File: src/common/rcfg_pkg.sv
/*
 shared definitions for the reconfiguration access block
 management address, data and request struct
 channel number type and the LT/AN register offset
 state encoding of the user access FSM
*/
package rcfg_pkg;

   // management address is channel number above a 6 bit register offset
   typedef logic [9:0] mgmt_addr_t;

   typedef logic [31:0] mgmt_data_t;      // write data on the management port

   // channel number, which caps the design at 16 channels
   typedef logic [3:0] chan_idx_t;

   // register that the PHY master writes for every LT/AN service
   localparam logic [5:0] LT_AN_REG = 6'h2a;

   // one management request as it travels from a port owner to the controller
   typedef struct packed
   {
      logic       write;                 // one cycle write strobe
      mgmt_addr_t address;               // {channel, register}
      mgmt_data_t writedata;             // payload that goes with the strobe
   } mgmt_req_t;

   // states of the user access FSM
   typedef enum logic [2:0]
   {
      IDLE                 = 3'd0,       // no user request seen
      CHECK_PHY_PRIORITY   = 3'd1,       // let pending LT/AN work go first when the PHY wins
      CHECK_PENDING_ACTION = 3'd2,       // master held off, busy window running
      WAIT_NOT_BUSY        = 3'd3,       // master still in a service, wait it out
      GRANT_USER           = 3'd4,       // user owns the port
      CHECK_RELEASE        = 3'd5        // user let go, grant held through release window
   } access_state_t;

endpackage

File: src/user_access_ctrl/access_wait_timer.sv
/*
 down counter for the two windows of the user access FSM
 a start strobe loads the window length, window_done is high at zero
*/
`timescale 1ns/10ps

module access_wait_timer
#(
   parameter int BUSY_WINDOW    = 2,     // cycles to watch for a master action already under way
   parameter int RELEASE_WINDOW = 9      // cycles the grant is held after the user lets go
)
(
   input  logic clk,
   input  logic reset,
   input  logic start_busy_window,
   input  logic start_release_window,
   output logic window_done
);

   localparam int MAX_WINDOW = (BUSY_WINDOW > RELEASE_WINDOW) ? BUSY_WINDOW : RELEASE_WINDOW;
   // one spare count keeps the width at least one bit for zero length windows
   localparam int CNT_W = $clog2(MAX_WINDOW + 2);

   logic [CNT_W-1:0] count;

   assign window_done = (count == '0);   // stays high until the next strobe

   always_ff @(posedge clk)
   begin
      if (reset)
         count <= '0;
      else if (start_busy_window)
         count <= CNT_W'(BUSY_WINDOW);
      else if (start_release_window)
         count <= CNT_W'(RELEASE_WINDOW);
      else if (count != '0)
         count <= count - 1'b1;          // holds at zero once the window has run out
   end

endmodule

File: src/user_access_ctrl/user_access_fsm.sv
/*
 user access FSM for the management port of the reconfiguration controller
 holds the PHY master off with force_busy, waits out the busy window,
 grants the user, then keeps the grant through the release window
 window timing comes from the separate wait timer
*/
`timescale 1ns/10ps

module user_access_fsm
#(
   parameter int USER_PRIORITY = 0       // 0 means pending LT/AN requests go ahead of the user
)
(
   input  logic clk,
   input  logic reset,
   input  logic user_request,            // level, held for as long as the user wants the port
   input  logic master_busy,             // PHY master is inside a service
   input  logic pending,                 // OR of the master's request latches
   input  logic window_done,             // timer has counted its window down
   output logic force_busy,              // keeps the master from starting a new service
   output logic grant_user,              // user owns the management port
   output logic mgmt_busy,               // busy level to the system arbiter
   output logic start_busy_window,       // loads the busy check window into the timer
   output logic start_release_window     // loads the release window into the timer
);

   rcfg_pkg::access_state_t state;

   logic phy_clear;                      // nothing from the PHY side that should go first

   // with PHY priority the user waits until every latched request has been served
   assign phy_clear = (USER_PRIORITY != 0) || !pending;

   // the strobes fire on the edge that enters the timed state, so the timer
   // already holds the loaded count in the first cycle of that state
   assign start_busy_window = (state == rcfg_pkg::CHECK_PHY_PRIORITY) && user_request &&
                              phy_clear && !master_busy;
   assign start_release_window = (state == rcfg_pkg::GRANT_USER) && !user_request;

   // arbiter sees the master's own busy while idle and a forced busy otherwise
   assign mgmt_busy = force_busy | master_busy;

   always_ff @(posedge clk)
   begin
      if (reset)
      begin
         state      <= rcfg_pkg::IDLE;
         force_busy <= 1'b0;
         grant_user <= 1'b0;
      end
      else
      begin
         case (state)
            rcfg_pkg::IDLE:
            begin
               force_busy <= 1'b0;
               grant_user <= 1'b0;
               if (user_request)
                  state <= rcfg_pkg::CHECK_PHY_PRIORITY;
            end

            rcfg_pkg::CHECK_PHY_PRIORITY:
            begin
               // master stays free here so that it can drain its latches
               if (!user_request)
               begin
                  state <= rcfg_pkg::IDLE;                 // user gave up before any hold
               end
               else if (phy_clear)
               begin
                  force_busy <= 1'b1;                      // from now on no new service starts
                  if (master_busy)
                     state <= rcfg_pkg::WAIT_NOT_BUSY;
                  else
                     state <= rcfg_pkg::CHECK_PENDING_ACTION;
               end
            end

            rcfg_pkg::CHECK_PENDING_ACTION:
            begin
               // a service that started on the same edge as force_busy shows up
               // on master_busy inside this window
               if (window_done)
               begin
                  if (master_busy)
                  begin
                     state <= rcfg_pkg::WAIT_NOT_BUSY;
                  end
                  else
                  begin
                     state      <= rcfg_pkg::GRANT_USER;
                     grant_user <= 1'b1;
                  end
               end
            end

            rcfg_pkg::WAIT_NOT_BUSY:
            begin
               if (!master_busy)
               begin
                  state      <= rcfg_pkg::GRANT_USER;
                  grant_user <= 1'b1;                      // master finished, port is free
               end
            end

            rcfg_pkg::GRANT_USER:
            begin
               if (!user_request)
                  state <= rcfg_pkg::CHECK_RELEASE;        // release window starts on this edge
            end

            rcfg_pkg::CHECK_RELEASE:
            begin
               // grant stays up so a late user write still reaches the controller
               if (window_done && !master_busy)
               begin
                  state      <= rcfg_pkg::IDLE;
                  grant_user <= 1'b0;
                  force_busy <= 1'b0;                      // master may resume on the next edge
               end
            end

            default:
            begin
               state      <= rcfg_pkg::IDLE;
               force_busy <= 1'b0;
               grant_user <= 1'b0;
            end
         endcase
      end
   end

endmodule

File: src/hdl/phy_rcfg_master.sv
/*
 PHY reconfiguration master for link training and auto-negotiation
 sticky request latch per channel with round-robin service order
 one management write per service, then a fixed busy time
*/
`timescale 1ns/10ps

module phy_rcfg_master
#(
   parameter int CHANNELS       = 12,    // up to 16, bounded by the channel field of the address
   parameter int SERVICE_CYCLES = 6      // cycles master_busy stays high per service
)
(
   input  logic                clk,
   input  logic                reset,
   input  logic [CHANNELS-1:0] lt_an_req,    // one cycle request pulses, one bit per channel
   input  logic                force_busy,   // user side holds the master off
   output logic                pending,      // at least one channel waits for service
   output logic                master_busy,
   output rcfg_pkg::mgmt_req_t master_req
);

   // largest count value is SERVICE_CYCLES-1
   localparam int SVC_W = (SERVICE_CYCLES > 2) ? $clog2(SERVICE_CYCLES) : 1;

   logic [CHANNELS-1:0] req_latch;
   logic [CHANNELS-1:0] clr_mask;        // latch served on this edge
   logic                start;           // a service begins on this edge
   logic [SVC_W-1:0]    svc_cnt;         // remaining busy cycles after the current one

   rcfg_pkg::chan_idx_t last_chan;       // most recently served channel
   rcfg_pkg::chan_idx_t pick;            // next channel in round-robin order

   logic                   wr_q;
   rcfg_pkg::mgmt_addr_t   addr_q;
   rcfg_pkg::mgmt_data_t   data_q;

   assign pending = |req_latch;
   assign start   = pending && !force_busy && !master_busy;

   // search starts one past the last served channel and wraps around
   always_comb
   begin
      int  idx;
      logic hit;
      idx  = 0;
      hit  = 1'b0;
      pick = '0;
      for (int i = 1; i <= CHANNELS; i++)
      begin
         idx = int'(last_chan) + i;
         if (idx >= CHANNELS)
            idx = idx - CHANNELS;
         if (!hit && req_latch[idx])
         begin
            hit  = 1'b1;
            pick = rcfg_pkg::chan_idx_t'(idx);
         end
      end
   end

   always_comb
   begin
      clr_mask = '0;
      if (start)
         clr_mask[pick] = 1'b1;
   end

   // a new pulse wins over the clear, so a request that lands during its
   // own service is kept for a later pass
   always_ff @(posedge clk)
   begin
      if (reset)
         req_latch <= '0;
      else
         req_latch <= (req_latch & ~clr_mask) | lt_an_req;
   end

   always_ff @(posedge clk)
   begin
      if (reset)
      begin
         wr_q        <= 1'b0;
         master_busy <= 1'b0;
         svc_cnt     <= '0;
         last_chan   <= rcfg_pkg::chan_idx_t'(CHANNELS - 1);   // channel 0 goes first
      end
      else
      begin
         wr_q <= start;                  // write strobe only in the first service cycle
         if (start)
         begin
            master_busy <= 1'b1;
            svc_cnt     <= SVC_W'(SERVICE_CYCLES - 1);
            last_chan   <= pick;
         end
         else if (master_busy)
         begin
            if (svc_cnt == '0)
               master_busy <= 1'b0;
            else
               svc_cnt <= svc_cnt - 1'b1;
         end
      end
   end

   always_ff @(posedge clk)
   begin
      if (start)
      begin
         addr_q <= {pick, rcfg_pkg::LT_AN_REG};            // register of the served channel
         data_q <= rcfg_pkg::mgmt_data_t'(pick);
      end
   end

   assign master_req = '{write: wr_q, address: addr_q, writedata: data_q};

endmodule

File: src/hdl/mgmt_port_mux.sv
/*
 owner mux in front of the controller's management port
 user request while granted, PHY master request otherwise
 registered output and a flag for user writes without a grant
*/
`timescale 1ns/10ps

module mgmt_port_mux
(
   input  logic                clk,
   input  logic                reset,
   input  logic                grant_user,
   input  rcfg_pkg::mgmt_req_t user_mgmt,
   input  rcfg_pkg::mgmt_req_t master_req,
   output rcfg_pkg::mgmt_req_t mgmt_out,
   output logic                user_access_error    // one cycle pulse per rejected write
);

   rcfg_pkg::mgmt_req_t sel;             // request of the current owner

   logic                 wr_q;
   rcfg_pkg::mgmt_addr_t addr_q;
   rcfg_pkg::mgmt_data_t data_q;
   logic                 err_q;

   // without a grant the user path is not selected, so its write never reaches the port
   assign sel = grant_user ? user_mgmt : master_req;

   always_ff @(posedge clk)
   begin
      if (reset)
      begin
         wr_q  <= 1'b0;
         err_q <= 1'b0;
      end
      else
      begin
         wr_q  <= sel.write;
         err_q <= !grant_user && user_mgmt.write;    // write dropped, report it
      end
   end

   // address and data only move with a write, so the port holds the last request
   always_ff @(posedge clk)
   begin
      if (sel.write)
      begin
         addr_q <= sel.address;
         data_q <= sel.writedata;
      end
   end

   assign mgmt_out          = '{write: wr_q, address: addr_q, writedata: data_q};
   assign user_access_error = err_q;

endmodule

File: src/hdl/rcfg_access_top.sv
/*
 top level of the management port access control
 user access FSM, its wait timer, the PHY reconfiguration master
 and the port mux, with all parameters set here
*/
`timescale 1ns/10ps

module rcfg_access_top
#(
   parameter int CHANNELS       = 12,
   parameter int USER_PRIORITY  = 0,
   parameter int BUSY_WINDOW    = 2,
   parameter int RELEASE_WINDOW = 9,
   parameter int SERVICE_CYCLES = 6
)
(
   input  logic                clk,
   input  logic                reset,
   input  logic                user_request,
   input  rcfg_pkg::mgmt_req_t user_mgmt,
   input  logic [CHANNELS-1:0] lt_an_req,
   output logic                grant_user,
   output logic                mgmt_busy,
   output logic                master_busy,
   output rcfg_pkg::mgmt_req_t mgmt_out,
   output logic                user_access_error
);

   logic                force_busy;
   logic                pending;
   logic                start_busy_window;
   logic                start_release_window;
   logic                window_done;
   rcfg_pkg::mgmt_req_t master_req;

   user_access_fsm #(.USER_PRIORITY(USER_PRIORITY)) i_user_access_fsm (
      .clk(clk), .reset(reset), .user_request(user_request),
      .master_busy(master_busy), .pending(pending), .window_done(window_done),
      .force_busy(force_busy), .grant_user(grant_user), .mgmt_busy(mgmt_busy),
      .start_busy_window(start_busy_window), .start_release_window(start_release_window)
   );

   access_wait_timer #(.BUSY_WINDOW(BUSY_WINDOW), .RELEASE_WINDOW(RELEASE_WINDOW))
   i_access_wait_timer (
      .clk(clk), .reset(reset), .start_busy_window(start_busy_window),
      .start_release_window(start_release_window), .window_done(window_done)
   );

   phy_rcfg_master #(.CHANNELS(CHANNELS), .SERVICE_CYCLES(SERVICE_CYCLES)) i_phy_rcfg_master (
      .clk(clk), .reset(reset), .lt_an_req(lt_an_req), .force_busy(force_busy),
      .pending(pending), .master_busy(master_busy), .master_req(master_req)
   );

   mgmt_port_mux i_mgmt_port_mux (
      .clk(clk), .reset(reset), .grant_user(grant_user), .user_mgmt(user_mgmt),
      .master_req(master_req), .mgmt_out(mgmt_out), .user_access_error(user_access_error)
   );

endmodule

File: config.mk
export PLATFORM = sky130hd
export DESIGN_NAME = rcfg_access_top
export DESIGN_NICKNAME = d
export VERILOG_FILES = /design/src/common/rcfg_pkg.sv /design/src/user_access_ctrl/access_wait_timer.sv /design/src/user_access_ctrl/user_access_fsm.sv /design/src/hdl/phy_rcfg_master.sv /design/src/hdl/mgmt_port_mux.sv /design/src/hdl/rcfg_access_top.sv
export SDC_FILE = /design/constraint.sdc
export NUM_CORES = 1
export LEC_CHECK = 0
export BUFFER_PORTS_ARGS = -buffer_cell sky130_fd_sc_hd__clkbuf_2
export CORE_UTILIZATION = 58
export CTS_CLUSTER_SIZE = 28
export DETAILED_ROUTE_END_ITERATION = 16
export GPL_TIMING_DRIVEN = 0
export MAX_ROUTING_LAYER = met4
export PLACE_DENSITY = 0.83
export SETUP_SLACK_MARGIN = 0.15
export SLEW_MARGIN = 20
export SYNTH_ARGS = -nofsm -noshare
export SYNTH_HDL_FRONTEND = slang
export SYNTH_SLANG_ARGS = --single-unit
File: constraint.sdc
create_clock -name clk -period 6.5 [get_ports clk]
set_input_delay 1.95 -clock clk [delete_from_list [all_inputs] [get_ports clk]]
set_output_delay 1.95 -clock clk [all_outputs]
set_load 0.01 [all_outputs]
== After elaboration in Yosys (flattened, before gate mapping) ==
Index checks and enable logic that the tools add are counted.

* Register bits after elaboration: 78
* Input port bits: 58
* Output and inout bits: 47
* Logic and storage cells: 247

* Add/subtract/negate cells: 26
* $lt $le $gt $ge: 26
* Equality and inequality tests: 14
* Mux-type cells: 101
* Bitwise gates (word level): 7
* Reductions and logical operators: 54

{| class="wikitable"
|+ Operators by type and width
! operator !! count
|-
| >= comparator 32 x 5 -> 1 bit (second input constant) || 12
|-
| < comparator 32 x 6 -> 1 bit (second input constant) || 12
|-
| 2-to-1 mux 32 bit || 12
|-
| subtractor 32 x 5 -> 32 bit (second input constant) || 12
|-
| 2-to-1 mux 4 bit || 14
|-
| binary-select mux 1 bit (select 4 bit) || 12
|-
| 2-to-1 mux 1 bit || 45
|-
| 2-to-1 mux 43 bit || 1
|-
| 2-to-1 mux 3 bit || 11
|-
| adder 4 x 4 -> 5 bit (second input constant) || 5
|-
| adder 4 x 3 -> 5 bit (second input constant) || 4
|-
| logical AND 1 bit || 20
|-
| one-hot mux 3 bit (6 select lines) || 1
|-
| zero test 1 bit || 16
|-
| bitwise AND 12 bit || 1
|-
| 2-to-1 mux 12 bit || 1
|-
| inverter 12 bit || 1
|-
| OR 12 bit || 1
|-
| OR reduction 12 bit || 1
|-
| adder 4 x 2 -> 5 bit (second input constant) || 2
|-
| != test 2 bit (second input constant) || 5
|-
| equality test 3 x 2 -> 1 bit (second input constant) || 2
|-
| equality test 3 bit (second input constant) || 2
|-
| zero test 3 bit || 2
|-
| 24 further kinds || 33
|}

== Depth between registers and ports, before layout ==
* Word-level depth: 48
* Depth in mapped cells: 20
* Gate-level depth less buffers: 17

== Hierarchy ==
A second synthesis with hierarchy kept.

* Cells, all modules: 651
* Area, all modules: 6542.5 um^2

{| class="wikitable"
|+ Modules (own cells, without submodules)
! module !! times used !! cells an instance !! area an instance (um^2) !! seq. area each (um^2)
|-
| phy_rcfg_master || 1 || 493 || 3936.3 || 540.5
|-
| mgmt_port_mux || 1 || 95 || 2055.7 || 1301.2
|-
| user_access_fsm || 1 || 44 || 372.9 || 100.1
|-
| access_wait_timer || 1 || 19 || 177.7 || 80.1
|}

== Worst setup path after synthesis ==
OpenSTA, ideal clock, no wires.

* Path kind: register -> register
* From: reg i_phy_rcfg_master.last_chan[1]
* To: reg i_phy_rcfg_master.req_latch[4]
* Setup time: 125 ps
* Data arrival time: 4014 ps
* Data required time: 6375 ps
* Path slack: 2361 ps
* Stages on the path, launching flop included: 19
* Buffers on the path: 3
* Period minus slack after synthesis: 4139 ps
* Path through: dfxtp_1 > buf_2 > buf_2 > inv_1 > ha_1 > buf_2 > xnor2_1 > inv_1 > ha_1 > nor2_1 > mux2i_1 > xnor2_1 > mux2_2 > a21o_1 > o211ai_1 > nand3_1 > a22oi_2 > inv_2 > o41a_1

* Longest elaborated chain between the ends: 48
* Elaborated cells between the ends (all ways): 138
* Classes of those cells: add/sub: 24; order compare: 14; mux: 74; bitwise: 3; reduce/logical: 23

{| class="wikitable"
|+ RTL lines
! what !! RTL line !! source
|-
| start: declaration || phy_rcfg_master.sv:31 || <nowiki>rcfg_pkg::chan_idx_t last_chan;</nowiki>
|-
| start signal: assignment || phy_rcfg_master.sv:86 || <nowiki>last_chan <= rcfg_pkg::chan_idx_t'(CHANNELS - 1);</nowiki>
|-
| start signal: assignment || phy_rcfg_master.sv:95 || <nowiki>last_chan <= pick;</nowiki>
|-
| adder 4 x 1 -> 5 bit || phy_rcfg_master.sv:51 || <nowiki>idx = int'(last_chan) + i;</nowiki>
|-
| subtractor 32 x 5 -> 32 bit / >= comparator 32 x 5 -> 1 bit (equally long branches) || phy_rcfg_master.sv:53, phy_rcfg_master.sv:52 ||
|-
| 2-to-1 mux 32 bit || phy_rcfg_master.sv:52 || <nowiki>if (idx >= CHANNELS)</nowiki>
|-
| binary-select mux 1 bit (select 4 bit) || phy_rcfg_master.sv:54 || <nowiki>if (!hit && req_latch[idx])</nowiki>
|-
| 2-to-1 mux 1 bit (not written as such) (2 in a row) || phy_rcfg_master.sv:54 ||
|-
| 2-to-1 mux 1 bit || phy_rcfg_master.sv:54 ||
|-
| zero test 1 bit || phy_rcfg_master.sv:54 ||
|-
| logical AND 1 bit || phy_rcfg_master.sv:54 ||
|-
| [... 31 more ...] || n/a ||
|-
| named net i_phy_rcfg_master.pick[0] || phy_rcfg_master.sv:32 || <nowiki>rcfg_pkg::chan_idx_t pick;</nowiki>
|-
| < comparator 4 x 5 -> 1 bit (not written as such) / >= comparator 4 x 1 -> 1 bit (equally long branches) || phy_rcfg_master.sv:66 || <nowiki>clr_mask[pick] = 1'b1;</nowiki>
|-
| logical AND 1 bit (not written as such) || phy_rcfg_master.sv:66 ||
|-
| 2-to-1 mux 1 bit (not written as such) || phy_rcfg_master.sv:66 ||
|-
| demux 1 bit (select 4 bit) * || n/a ||
|-
| 2-to-1 mux 12 bit * || phy_rcfg_master.sv:65 || <nowiki>if (start)</nowiki>
|-
| inverter 12 bit * || phy_rcfg_master.sv:76 || <nowiki>req_latch <= (req_latch & ~clr_mask) | lt_an_req;</nowiki>
|-
| bitwise AND 12 bit * || phy_rcfg_master.sv:76 ||
|-
| OR 12 bit * || phy_rcfg_master.sv:76 ||
|-
| end signal: assignment || phy_rcfg_master.sv:76 ||
|-
| end: declaration || phy_rcfg_master.sv:26 || <nowiki>logic [CHANNELS-1:0] req_latch;</nowiki>
|}

Mark *: on every way through the listed nets, which the timed path passes. The rest lies on a longest branch. The select of a mux whose other input is x is not followed.
A chain may end at the register's enable or synchronous reset.

== Final worst setup path ==
* From: reg i_phy_rcfg_master.last_chan[1]
* To: reg i_phy_rcfg_master.req_latch[6]

* Longest elaborated chain between the ends: 48
* Elaborated cells between the ends (all ways): 138
* Classes of those cells: add/sub: 24; order compare: 14; mux: 74; bitwise: 3; reduce/logical: 23

{| class="wikitable"
|+ RTL lines
! what !! RTL line
|-
| adder 4 x 1 -> 5 bit || phy_rcfg_master.sv:51
|-
| subtractor 32 x 5 -> 32 bit / >= comparator 32 x 5 -> 1 bit (equally long branches) || phy_rcfg_master.sv:53, phy_rcfg_master.sv:52
|-
| 2-to-1 mux 32 bit || phy_rcfg_master.sv:52
|-
| binary-select mux 1 bit (select 4 bit) || phy_rcfg_master.sv:54
|-
| 2-to-1 mux 1 bit (not written as such) (2 in a row) || phy_rcfg_master.sv:54
|-
| 2-to-1 mux 1 bit || phy_rcfg_master.sv:54
|-
| zero test 1 bit || phy_rcfg_master.sv:54
|-
| logical AND 1 bit || phy_rcfg_master.sv:54
|-
| [... 31 more ...] || n/a
|-
| < comparator 4 x 5 -> 1 bit (not written as such) / >= comparator 4 x 1 -> 1 bit (equally long branches) || phy_rcfg_master.sv:66
|-
| logical AND 1 bit (not written as such) || phy_rcfg_master.sv:66
|-
| 2-to-1 mux 1 bit (not written as such) || phy_rcfg_master.sv:66
|-
| demux 1 bit (select 4 bit) * || n/a
|-
| 2-to-1 mux 12 bit * || phy_rcfg_master.sv:65
|-
| inverter 12 bit * || phy_rcfg_master.sv:76
|-
| bitwise AND 12 bit * || phy_rcfg_master.sv:76
|-
| OR 12 bit * || phy_rcfg_master.sv:76
|}

Mark *: on every way between the ends. The rest lies on a longest branch, timed or not. The select of a mux whose other input is x is not followed.

==> flow_summary.ini <==
[run_status]
status = finished, final reports clean

[die]
die_w_um = 99.4
rows = 35
initial_core_util_pct = 59.9
die_h_um = 99.4
die_area_um2 = 9880
pin_count = 105
core_um2 = 9200

[logic_synthesis]
synth_area_leaders = edfxtp_1, dfxtp_1, ha_1
synth_area_um2 = 5500
synth_largest_area_cell = edfxtp_1
netlist_instances = 586
ys_warn_count = 0
yosysTopAreaCellShare_pct = 25.1
synth_ff_type = edfxtp_1
synth_edf_count = 46
synthArstFlopShare_pct = 0
syn_nets = 668
ys_ff_latch = 78
ys_types = 86
syn_avg_cell_area_um2 = 9.39
ys_seq_area_share_pct = 36.7

[final_layout]
layout-drive-gt1-share_pct = 25.6
syn2layout_area_growth_pct = 15.8
antenna_cells = 0
final_nets = 783
fillCellCount = 741

[worst_setup_path]
end_kind = flip-flop
path_class = reg -> reg
crit_path_start_kind = flip-flop
cp_max_fo = 10
rrSetupSlack_ns = 1.06
reg2regPathDepth = 16
arrival_ns = 5.67
critPathRequiredTime_ns = 6.73

[sta]
worst_slew_pin_slew_ns = 1.19
rsz0062_at_grt = false
fin_tns_setup_ns = 0
fin_crit_sh_pct = 83.6
finalWorstPathRequiredPeriod_ns = 5.44
fmax_mhz = 184
finalSetupViolCount = 0
slew_headroom_pct = 20.5
hold_viol = 0
skew_ns = 0.0165
drv_slew = 0

[clock_tree]
tritoncts = done
cts_root_buffer = clkbuf_8
clock-sinks = 78
cts_htree_levels = 3
hold_buffers = 0
cts_buffers = 9
clockBufferDepth = 2
clkTransAtPathRegs_ns = 0.08
post_cts_buffers = 0
cts_resized = 0
clk_latency_ns = 0.36

[placed_design]
place_congestion = 0.992
numPortBuffers = 104
dp.final_hpwl_um = 11300

[detailed_routing]
drc_errors = 0
vias = 5132
first_pass_iters = 5
drtIter0Drc = 345
routedWlPerCell_um = 18.1
wirelength_um = 14800
final_antenna_net_count = 0
avgViaCountPerCell = 6.28

[grt]
globalRouteTotalUtil_pct = 32.0
grt_pass1_vias = 5022
grt_pass1_wl_um = 24100
grt_max_degree = 44
antenna_found_initial = 0
overflow = 0

[hold_path]
hold_path_class = reg -> reg
min_path_cells = 2

[run]
max_cap_violations = 0
## registers in the layout, summed over array words and instances, names as in the netlist
signal / flops
i_phy_rcfg_master.svc_cnt: 3
i_mgmt_port_mux.addr_q: 10
i_user_access_fsm.state: 3
i_phy_rcfg_master.master_busy: 1
i_user_access_fsm.force_busy: 1
i_user_access_fsm.grant_user: 1
i_mgmt_port_mux.wr_q: 1
i_phy_rcfg_master.wr_q: 1
i_mgmt_port_mux.data_q: 32
i_phy_rcfg_master.req_latch: 12
i_phy_rcfg_master.last_chan: 4
i_mgmt_port_mux.user_access_error: 1
i_phy_rcfg_master.addr_q: 4
i_access_wait_timer.count: 4
## final timing paths
kind / start / to
hold / removal: i_phy_rcfg_master.svc_cnt[1]$_SDFFE_PP0P_ / i_phy_rcfg_master.svc_cnt[1]$_SDFFE_PP0P_
setup reg to reg: i_phy_rcfg_master.last_chan[1]$_SDFFE_PP1P_ / i_phy_rcfg_master.req_latch[6]$_SDFF_PP0_
hold reg to reg: i_phy_rcfg_master.svc_cnt[1]$_SDFFE_PP0P_ / i_phy_rcfg_master.svc_cnt[1]$_SDFFE_PP0P_
setup / recovery: i_phy_rcfg_master.last_chan[1]$_SDFFE_PP1P_ / i_phy_rcfg_master.req_latch[6]$_SDFF_PP0_
## area by class of cell
type / count / area (um2) / area share [%]
sequential: 78 / 2020 / 31.7
inverter: 32 / 126 / 1.98
buffer: 31 / 155 / 2.43
clock buffer: 12 / 156 / 2.45
multi-input combinational: 445 / 3200 / 50.2
tap: 111 / 139 / 2.18
clock inverter: 4 / 53.8 / 0.844
timing repair buffer: 104 / 520 / 8.17
## layout by cell type (no fill, tap or decap), drive strengths merged, types with 6 or more instances in the layout
cell    count
mux4       10
nor2b       7
a21o        9
buf        13
nand3      16
o21ai      21
dfxtp      32
inv        30
mux2       10
xnor2      11
nand2      48
nor3       10
and2       35
a31oi      11
o211ai      6
edfxtp     46
a21oi      35
a211oi     16
nor2       52
mux2i      17
nor3b       7
nand2b      9
clkbuf    134
nor4       11
ha         24
## worst max-delay path: stages (launching register included)
cell and delay, ns:
dfxtp_1 0.43, buf_2 0.28, buf_2 0.27, inv_1 0.24
ha_1 0.29, buf_2 0.18, xnor2_1 0.37, ha_1 0.34
inv_1 0.10, o22ai_2 0.14, a222oi_1 1.05, and4_4 0.45
nand2_1 0.12, nor2_1 0.12, a32o_2 0.38, nand3_2 0.19
o41a_1 0.34
## logic make-up after synthesis
group	synth area share (%)
AO/OA/AOI/OAI	20.6
buffers and inverters	5.11
multiplexers	9.30
flip-flops	36.7
adder cells (fa/ha/maj)	5.46
AND/OR/NAND/NOR	20.5
XOR/XNOR	2.34
## synthesized netlist by cell type, types with 4 or more instances
library cell	instances
mux2i_1	17
a31oi_1	11
nor2_1	52
o211ai_1	5
a21o_1	9
dfxtp_1	32
o21ai_0	17
a211oi_1	15
edfxtp_1	46
nor2b_1	7
o21a_1	5
o41a_1	4
mux4_2	9
ha_1	24
nand2b_1	9
xnor2_1	10
clkbuf_1	18
nor4_1	11
nand3_1	15
and2_1	35
nor3b_1	7
nand2_1	47
nor3_1	10
buf_2	7
a21oi_1	33
or2_2	4
mux2_2	10
a22oi_1	4
inv_1	29
## metal layers
| layer | up-vias | GRT usage, % | share of wire [%] |
|---|---|---|---|
| li1 | 2401 | - | - |
| met1 | 2453 | 37.4 | 40 |
| met2 | 246 | 55.2 | 50 |
| met3 | 32 | 6.18 | 7.4 |
| met4 | 0 | 10.5 | 2.2 |
| met5 | - | - | 0 |
## stage by stage
step	instances	instance area (um2)	util, %	setup slack [ns]	hold slack [ns]
after floorplan	586	5500	-	2.36	0.490
final	817	6370	69.3	1.06	0.531
after global placement	801	6160	67.0	1.44	0.505
after detailed placement	801	6160	67.0	1.29	0.518
after CTS	817	6370	69.3	1.23	0.529
after global routing	817	6370	69.3	0.853	0.552
Power is not shown: default switching activity piles up to over one toggle a cycle in this logic, so the estimate is an artifact.
